### config.mk
export PLATFORM = sky130hd
export DESIGN_NAME = axi_axil_rd_bridge
export DESIGN_NICKNAME = d
export VERILOG_FILES = /design/src/hdl/axil_rd_pkg.sv /design/src/hdl/rd_burst_ctrl.sv /design/src/hdl/rd_lane_merge.sv /design/src/hdl/axi_axil_rd_bridge.sv
export SDC_FILE = /design/constraint.sdc
export NUM_CORES = 1
export LEC_CHECK = 0
export CAP_MARGIN = 15
export CORE_ASPECT_RATIO = 1.5
export CORE_UTILIZATION = 60
export DETAILED_ROUTE_END_ITERATION = 12
export DONT_BUFFER_PORTS = 1
export GPL_TIMING_DRIVEN = 1
export HOLD_SLACK_MARGIN = 0.06
export PLACE_DENSITY = 0.77
export SYNTH_ARGS = -nofsm -noshare
export SYNTH_HDL_FRONTEND = slang
export SYNTH_HIERARCHICAL = 1
export SYNTH_SLANG_ARGS = --single-unit
### constraint.sdc
create_clock -name clk -period 4.7 [get_ports clk]
set_input_delay 0.235 -clock clk [delete_from_list [all_inputs] [get_ports clk]]
set_output_delay 0.235 -clock clk [all_outputs]
set_load 0.02 [all_outputs]
### src/hdl/axil_rd_pkg.sv
// widths, response codes and channel structs for the AXI4 to AXI4-Lite read bridge
package axil_rd_pkg;

    localparam int addr_w      = 32;
    localparam int axi_data_w  = 64;
    localparam int axil_data_w = 32;
    localparam int id_w        = 4;

    // size codes of a full beat on each side
    localparam logic [2:0] axi_size_max = 3'd3;
    localparam logic [2:0] axil_size    = 3'd2;

    // Lite words per wide word
    localparam int lane_count = axi_data_w / axil_data_w;

    localparam logic [1:0] resp_okay   = 2'b00;
    localparam logic [1:0] resp_slverr = 2'b10;

    typedef logic [addr_w-1:0] addr_t;

    // AXI4 read address
    typedef struct packed {
        logic [id_w-1:0] id;
        addr_t           addr;
        logic [7:0]      len;
        logic [2:0]      size;
        logic [2:0]      prot;
    } axi_ar_t;

    // AXI4-Lite read address
    typedef struct packed {
        addr_t      addr;
        logic [2:0] prot;
    } axil_ar_t;

    // AXI4 read data
    typedef struct packed {
        logic [id_w-1:0]       id;
        logic [axi_data_w-1:0] data;
        logic [1:0]            resp;
        logic                  last;
    } axi_r_t;

    // AXI4-Lite read data
    typedef struct packed {
        logic [axil_data_w-1:0] data;
        logic [1:0]             resp;
    } axil_r_t;

    // where the Lite read in flight lands in the wide beat
    typedef struct packed {
        logic lane;
        logic beat_end;
        logic burst_end;
    } beat_desc_t;

endpackage

### src/hdl/rd_burst_ctrl.sv
// burst controller: AXI AR acceptance, beat and Lite read counting, Lite AR generation
module rd_burst_ctrl (
    input  logic                         clk,
    input  logic                         rst,
    input  axil_rd_pkg::axi_ar_t         s_ar,
    input  logic                         s_arvalid,
    output logic                         s_arready,
    output axil_rd_pkg::axil_ar_t        m_ar,
    output logic                         m_arvalid,
    input  logic                         m_arready,
    input  logic                         word_taken,
    input  logic                         idle_ok,
    output axil_rd_pkg::beat_desc_t      desc,
    output logic [axil_rd_pkg::id_w-1:0] id
);

    typedef enum logic {
        st_idle,
        st_data
    } state_t;

    state_t state;

    // current wide beat address and beats left after it
    axil_rd_pkg::addr_t beat_addr;
    logic [7:0]         beat_cnt;
    // Lite reads left in the current beat after the one in flight
    logic               rd_cnt;
    logic [2:0]         size_q;

    logic               ar_fire;
    axil_rd_pkg::addr_t size_mask;
    axil_rd_pkg::addr_t next_beat_addr;

    function automatic axil_rd_pkg::addr_t lite_align(input axil_rd_pkg::addr_t a);
        return a & (~axil_rd_pkg::addr_t'(0) << axil_rd_pkg::axil_size);
    endfunction

    // a full-width beat starting in the lower lane also needs the upper lane
    function automatic logic extra_read(input axil_rd_pkg::addr_t a, input logic [2:0] size);
        return (size == axil_rd_pkg::axi_size_max) && !a[axil_rd_pkg::axil_size];
    endfunction

    assign ar_fire = s_arvalid && s_arready;

    // later beats are aligned to the transfer size
    assign size_mask      = ~axil_rd_pkg::addr_t'(0) << size_q;
    assign next_beat_addr = (beat_addr + (axil_rd_pkg::addr_t'(1) << size_q)) & size_mask;

    assign desc.lane      = m_ar.addr[axil_rd_pkg::axil_size];
    assign desc.beat_end  = !rd_cnt;
    assign desc.burst_end = !rd_cnt && (beat_cnt == 8'd0);

    always_ff @(posedge clk) begin
        if (rst) begin
            state     <= st_idle;
            s_arready <= 1'b0;
            m_arvalid <= 1'b0;
        end else begin
            if (m_arready) begin
                m_arvalid <= 1'b0;
            end

            case (state)
                st_idle: begin
                    // wait for the last beat to leave before taking a new burst
                    s_arready <= idle_ok && !m_arvalid && !ar_fire;
                    if (ar_fire) begin
                        m_arvalid <= 1'b1;
                        state     <= st_data;
                    end
                end
                st_data: begin
                    s_arready <= 1'b0;
                    if (word_taken) begin
                        if (desc.burst_end) begin
                            state <= st_idle;
                        end else begin
                            m_arvalid <= 1'b1;
                        end
                    end
                end
                default: begin
                    state <= st_idle;
                end
            endcase
        end
    end

    always_ff @(posedge clk) begin
        if (ar_fire) begin
            id         <= s_ar.id;
            size_q     <= s_ar.size;
            beat_addr  <= s_ar.addr;
            beat_cnt   <= s_ar.len;
            rd_cnt     <= extra_read(s_ar.addr, s_ar.size);
            m_ar.addr  <= lite_align(s_ar.addr);
            m_ar.prot  <= s_ar.prot;
        end else if (word_taken && !desc.burst_end) begin
            if (rd_cnt) begin
                // upper lane of the same wide beat
                rd_cnt    <= 1'b0;
                m_ar.addr <= m_ar.addr + (axil_rd_pkg::addr_t'(1) << axil_rd_pkg::axil_size);
            end else begin
                beat_addr <= next_beat_addr;
                beat_cnt  <= beat_cnt - 8'd1;
                rd_cnt    <= extra_read(next_beat_addr, size_q);
                m_ar.addr <= lite_align(next_beat_addr);
            end
        end
    end

endmodule

### src/hdl/rd_lane_merge.sv
// lane merger: Lite read data into wide beats, sticky error response, AXI R channel
module rd_lane_merge (
    input  logic                         clk,
    input  logic                         rst,
    input  axil_rd_pkg::axil_r_t         m_r,
    input  logic                         m_rvalid,
    output logic                         m_rready,
    input  logic                         m_arvalid,
    input  axil_rd_pkg::beat_desc_t      desc,
    input  logic [axil_rd_pkg::id_w-1:0] id,
    output axil_rd_pkg::axi_r_t          s_r,
    output logic                         s_rvalid,
    input  logic                         s_rready,
    output logic                         word_taken,
    output logic                         idle_ok
);

    // wide beat being collected, one Lite word per lane
    logic [axil_rd_pkg::lane_count-1:0][axil_rd_pkg::axil_data_w-1:0] data_q;
    logic [axil_rd_pkg::lane_count-1:0][axil_rd_pkg::axil_data_w-1:0] beat_data;

    logic [1:0] resp_q;
    logic [1:0] beat_resp;

    // a Lite address was issued and its data has not come back yet
    logic rd_pend;

    // data is taken only once the address is accepted and the R slot is free
    assign m_rready   = rd_pend && !m_arvalid && !s_rvalid;
    assign word_taken = m_rvalid && m_rready;

    // no beat left waiting at s_r after this edge
    assign idle_ok = !s_rvalid || s_rready;

    always_comb begin
        beat_data            = data_q;
        beat_data[desc.lane] = m_r.data;
    end

    // an earlier error in the beat survives a later okay word
    assign beat_resp = (m_r.resp != axil_rd_pkg::resp_okay) ? m_r.resp : resp_q;

    always_ff @(posedge clk) begin
        if (rst) begin
            rd_pend <= 1'b0;
        end else if (m_arvalid) begin
            rd_pend <= 1'b1;
        end else if (word_taken) begin
            rd_pend <= 1'b0;
        end
    end

    always_ff @(posedge clk) begin
        if (rst) begin
            resp_q <= axil_rd_pkg::resp_okay;
        end else if (word_taken) begin
            if (desc.beat_end) begin
                // next beat starts clean
                resp_q <= axil_rd_pkg::resp_okay;
            end else begin
                resp_q <= beat_resp;
            end
        end
    end

    always_ff @(posedge clk) begin
        if (rst) begin
            s_rvalid <= 1'b0;
        end else if (word_taken && desc.beat_end) begin
            s_rvalid <= 1'b1;
        end else if (s_rready) begin
            s_rvalid <= 1'b0;
        end
    end

    always_ff @(posedge clk) begin
        if (word_taken) begin
            data_q[desc.lane] <= m_r.data;
        end
        // s_r is only reloaded while s_rvalid is low, so it holds under back-pressure
        if (word_taken && desc.beat_end) begin
            s_r.id   <= id;
            s_r.data <= beat_data;
            s_r.resp <= beat_resp;
            s_r.last <= desc.burst_end;
        end
    end

endmodule

### src/hdl/axi_axil_rd_bridge.sv
// top level of the AXI4 to AXI4-Lite read bridge: burst controller and lane merger
module axi_axil_rd_bridge (
    input  logic                  clk,
    input  logic                  rst,

    // AXI4 read slave port, 64 bit
    input  axil_rd_pkg::axi_ar_t  s_ar,
    input  logic                  s_arvalid,
    output logic                  s_arready,
    output axil_rd_pkg::axi_r_t   s_r,
    output logic                  s_rvalid,
    input  logic                  s_rready,

    // AXI4-Lite read master port, 32 bit
    output axil_rd_pkg::axil_ar_t m_ar,
    output logic                  m_arvalid,
    input  logic                  m_arready,
    input  axil_rd_pkg::axil_r_t  m_r,
    input  logic                  m_rvalid,
    output logic                  m_rready
);

    axil_rd_pkg::beat_desc_t      desc;
    logic [axil_rd_pkg::id_w-1:0] id;
    logic                         word_taken;
    logic                         idle_ok;

    rd_burst_ctrl rd_burst_ctrl_inst (
        .clk        (clk),
        .rst        (rst),
        .s_ar       (s_ar),
        .s_arvalid  (s_arvalid),
        .s_arready  (s_arready),
        .m_ar       (m_ar),
        .m_arvalid  (m_arvalid),
        .m_arready  (m_arready),
        .word_taken (word_taken),
        .idle_ok    (idle_ok),
        .desc       (desc),
        .id         (id)
    );

    // merger sees m_arvalid to know when the Lite address has gone out
    rd_lane_merge rd_lane_merge_inst (
        .clk        (clk),
        .rst        (rst),
        .m_r        (m_r),
        .m_rvalid   (m_rvalid),
        .m_rready   (m_rready),
        .m_arvalid  (m_arvalid),
        .desc       (desc),
        .id         (id),
        .s_r        (s_r),
        .s_rvalid   (s_rvalid),
        .s_rready   (s_rready),
        .word_taken (word_taken),
        .idle_ok    (idle_ok)
    );

endmodule

==> metrics.txt <==
# TYPE chip_impl_metric gauge
chip_impl_metric{name="worst_ep_arrival_time",unit="ps"} 3740
chip_impl_metric{name="drtAntennaViolNets",unit=""} 0
chip_impl_info{name="rsz0062_at_grt",value="false"} 1
chip_impl_metric{name="synthXorXnorAreaFrac",unit=""} 0.0510
chip_impl_metric{name="chipWidth",unit="um"} 110
chip_impl_metric{name="antenna_violations_before_repair",unit=""} 0
chip_impl_metric{name="place.detailed.hpwl",unit="mm"} 14.8
chip_impl_metric{name="period_share",unit=""} 0.752
chip_impl_metric{name="setup_viol",unit=""} 0
chip_impl_metric{name="number_of_antenna_repair_diodes",unit=""} 0
chip_impl_metric{name="routed_wire_length_per_instance",unit="um"} 22.1
chip_impl_metric{name="fin_nets",unit=""} 923
chip_impl_metric{name="setup_ws",unit="ps"} 1170
chip_impl_metric{name="firstDrtPassIters",unit=""} 5
chip_impl_metric{name="final_cells",unit=""} 1046
chip_impl_metric{name="drt-vias-per-instance",unit=""} 6.30
chip_impl_metric{name="cts_inserted_buffers",unit=""} 21
chip_impl_metric{name="core.rowCount",unit=""} 58
chip_impl_metric{name="tightest_slew",unit="ps"} 966
chip_impl_metric{name="initialDrtViolationCount",unit=""} 480
chip_impl_metric{name="largest_net_degree_at_the_start_of_global_routing",unit=""} 70
chip_impl_metric{name="hold_viol",unit=""} 0
chip_impl_info{name="run_status",value="complete, no violations"} 1
chip_impl_metric{name="synthSimpleGateAreaFrac",unit=""} 0.108
chip_impl_metric{name="worst_setup_hold_path_clk_slew",unit="ps"} 70
chip_impl_info{name="synth_top_area_cell",value="edfxtp_1"} 1
chip_impl_metric{name="total_grt_usage",unit=""} 0.258
chip_impl_metric{name="p_clk_frac",unit=""} 0.385
chip_impl_metric{name="h-tree-depth",unit=""} 1
chip_impl_info{name="clock_root_buffer_master",value="clkbuf_16"} 1
chip_impl_info{name="commonest_register_cell_after_synthesis",value="edfxtp_1"} 1
chip_impl_metric{name="synth_async_sr_flop_share",unit=""} 0
chip_impl_metric{name="cp_data_required_time",unit="ps"} 4910
chip_impl_metric{name="place_inst",unit=""} 918
chip_impl_metric{name="fp.dieArea",unit="um2"} 18000
chip_impl_metric{name="pre_cts_ws",unit="ps"} 1260
chip_impl_metric{name="number_of_global_route_vias_before_repair",unit=""} 6865
chip_impl_metric{name="ys.warnings.count",unit=""} 6
chip_impl_info{name="min_path_type",value="input pin to flip-flop"} 1
chip_impl_metric{name="cts_post_setup_buffers_inserted",unit=""} 0
chip_impl_metric{name="fp.coreArea",unit="um2"} 16900
chip_impl_metric{name="clock_insertion_delay_worst_skew",unit="ps"} 490
chip_impl_metric{name="power.sequential.fraction",unit=""} 0.523
chip_impl_info{name="cts_tree",value="built"} 1
chip_impl_info{name="setup.worst_path.end_class",value="flip-flop"} 1
chip_impl_metric{name="critPathMaxFanout",unit=""} 15
chip_impl_metric{name="routabilityCongestion",unit=""} 0.896
chip_impl_metric{name="hold_slack_final",unit="ps"} 150
chip_impl_metric{name="worst_ir_drop_vdd",unit="uV"} 387
chip_impl_metric{name="maxCapViolations",unit=""} 0
chip_impl_metric{name="cts_resizes",unit=""} 0
chip_impl_metric{name="synthToLayoutAreaGrowth",unit="%"} 16.5
chip_impl_metric{name="place.port_buffers",unit=""} 0
chip_impl_metric{name="synth_nets",unit=""} 831
chip_impl_metric{name="cellPowerDensity",unit="nW/um2"} 378
chip_impl_metric{name="synth-edff-count",unit=""} 216
chip_impl_info{name="critPathLaunchType",value="flip-flop"} 1
chip_impl_info{name="post_synth_main_area_contributors",value="edfxtp_1 (62%), mux2_4 (8.6%), xnor2_1 (2.7%)"} 1
chip_impl_metric{name="initial_utilization",unit=""} 0.620
chip_impl_metric{name="layout-drive-gt1-share",unit=""} 0.153
chip_impl_metric{name="grt_pass1_wl",unit="mm"} 35.9
chip_impl_metric{name="synth-seq-area-share",unit=""} 0.636
chip_impl_metric{name="clock_tree.buffer_depth",unit=""} 3
chip_impl_info{name="worst-setup-path-type",value="flip-flop to flip-flop"} 1
chip_impl_info{name="synth_top_family_by_area",value="simple AND/OR/NAND/NOR gates"} 1
chip_impl_metric{name="num_io_pins",unit=""} 200
chip_impl_metric{name="synth_cells",unit=""} 730
chip_impl_metric{name="cts.sink_count",unit=""} 225
chip_impl_metric{name="synth_adder_area_share",unit=""} 0.0138
chip_impl_metric{name="ys_types",unit=""} 59
chip_impl_metric{name="slew_viol_final",unit=""} 0
chip_impl_metric{name="worst_slew_margin_rel",unit=""} 0.356
chip_impl_metric{name="postSynthRegisterBits",unit=""} 225
chip_impl_metric{name="post_synth_instance_area",unit="um2"} 10500
chip_impl_metric{name="drt_drc_violations_left",unit=""} 0
chip_impl_metric{name="p_int",unit="mW"} 3.56
chip_impl_metric{name="synth_compound_gate_area_share",unit=""} 0.0707
chip_impl_metric{name="leakagePower",unit="nW"} 4.24
chip_impl_metric{name="switching_power",unit="mW"} 1.06
chip_impl_metric{name="syn_avg_cell_area",unit="um2"} 14.4
chip_impl_metric{name="design_power_total",unit="mW"} 4.62
chip_impl_metric{name="finalWirelength",unit="mm"} 23.1
chip_impl_metric{name="finalSetupTns",unit="ps"} 0
chip_impl_metric{name="synth_top_area_frac",unit=""} 0.619
chip_impl_metric{name="die_y",unit="um"} 164
chip_impl_metric{name="yosys-mux-area-fraction",unit=""} 0.0913
chip_impl_metric{name="vias",unit=""} 6591
chip_impl_metric{name="gr-total-overflow",unit=""} 0
chip_impl_metric{name="power_frac_comb",unit=""} 0.091
chip_impl_metric{name="power_switching_share",unit=""} 0.230
chip_impl_metric{name="fmaxAchievable",unit="GHz"} 0.283
chip_impl_metric{name="min_period",unit="ps"} 3530
chip_impl_metric{name="clock-skew-final",unit="ps"} 11.9
[registers in the layout (all words and copies together), names as in the netlist]
name / count
rd_burst_ctrl_inst/id: 4
rd_lane_merge_inst/s_r: 71
rd_burst_ctrl_inst/beat_cnt: 8
rd_burst_ctrl_inst/size_q: 3
rd_burst_ctrl_inst/m_ar: 34
rd_burst_ctrl_inst/s_arready: 1
rd_burst_ctrl_inst/beat_addr: 32
rd_lane_merge_inst/s_rvalid: 1
rd_burst_ctrl_inst/state: 1
rd_burst_ctrl_inst/desc: 1
rd_lane_merge_inst/rd_pend: 1
rd_lane_merge_inst/data_q: 64
rd_lane_merge_inst/resp_q: 2
rd_burst_ctrl_inst/rd_cnt: 1
rd_burst_ctrl_inst/m_arvalid: 1
[power groups by stage]
stage                     clock network (mW)  logic (mW)  registers [mW]
after floorplan                            0       0.293            2.43
after global placement                     0       0.327            2.46
after detailed placement                   0       0.342            2.46
after CTS                               1.80       0.416            2.42
after global routing                    1.88       0.455            2.43
final                                   1.78       0.422            2.42
[timing repair]
item                                    in CTS  in global routing
hold endpoints to repair                   218                  0
hold buffers                                90                  0
endpoints found under the setup margin       0                  0
[final timing paths]
path	start	endpoint	slack (ps)	cells past startpoint
hold / removal	s_ar[3]	rd_burst_ctrl_inst/rd_cnt	150	3
hold reg to reg	rd_burst_ctrl_inst/id[1]	rd_lane_merge_inst/s_r[68]	430	0
setup reg to reg	rd_burst_ctrl_inst/size_q[2]	rd_burst_ctrl_inst/m_ar[23]	1170	8
setup / recovery	rd_burst_ctrl_inst/size_q[2]	rd_burst_ctrl_inst/m_ar[23]	1170	8
[synth_stat cells (3+ instances only)]
master and instances:
and3b_1 3, buf_6 3, and4_1 3, mux2_2 5, nand2b_1 6, nor3_2 4
o221ai_1 24, nor3b_1 6, a21oi_1 33, nand3_1 26, xnor2_1 32, xor2_1 29
dfxtp_1 9, o31ai_1 4, buf_2 3, nor3_1 7, inv_1 15, nand4_1 13
nor4_1 8, o21ai_0 21, mux2_4 60, and3_1 6, edfxtp_1 216, clkbuf_1 17
ha_1 10, nand2_1 65, a21o_1 6, and2_1 3, buf_12 6, or3_1 3
nor2_1 45
[layout make-up]
class                      count  area, um2
sequential                   225       6670
fill                        1104       4690
multi-input combinational    458       3510
timing repair buffer          99        988
clock buffer                  23        533
tap                          210        263
clock inverter                14        186
inverter                      17       63.8
[layout by cell type, fill, tap and decap left out, types with 24 or more instances in the layout]
cell type,netlist,routed
nor2_1,45,45
xor2_1,29,29
nand2_1,65,64
nand3_1,26,26
a21oi_1,33,33
mux2_4,60,60
xnor2_1,32,32
o221ai_1,24,24
edfxtp_1,216,216
dlygate4sd3_1,0,90
[worst max-delay path, cell delays in order (launching register included)]
cell and delay [ps]:
edfxtp_1 570, or4b_4 590, fa_1 420, and3b_1 250, o31ai_1 120, a21oi_1 680
nand4_1 210, xor2_1 240, o221ai_1 170
[stage by stage]
step | area [um2] | utilization
2_1_floorplan | 10500 | -
3_3_place_gp | 10600 | 0.626
3_5_place_dp | 10600 | 0.626
4_1_cts | 12200 | 0.722
5_1_grt | 12200 | 0.722
6_report | 12200 | 0.722
[layer usage]
| metal | vias up | track usage | wire, um |
|---|---|---|---|
| met2 | 312 | 0.465 | 12100 |
| met4 | 0 | 0.0982 | 770 |
| li1 | 2960 | - | - |
| met5 | - | 0 | 0 |
| met1 | 3260 | 0.298 | 8650 |
| met3 | 59 | 0.0484 | 1590 |
[logic make-up (layout without fill, tap and decap cells)]
logic type	Yosys count	count (layout)
flops	225	225
simple gates	214	214
compound gates	107	107
mux	65	65
xor+xnor	61	61
buf+inv	47	153
fa+ha+maj	11	11
Note: power is estimated with default switching activity, not from simulation.
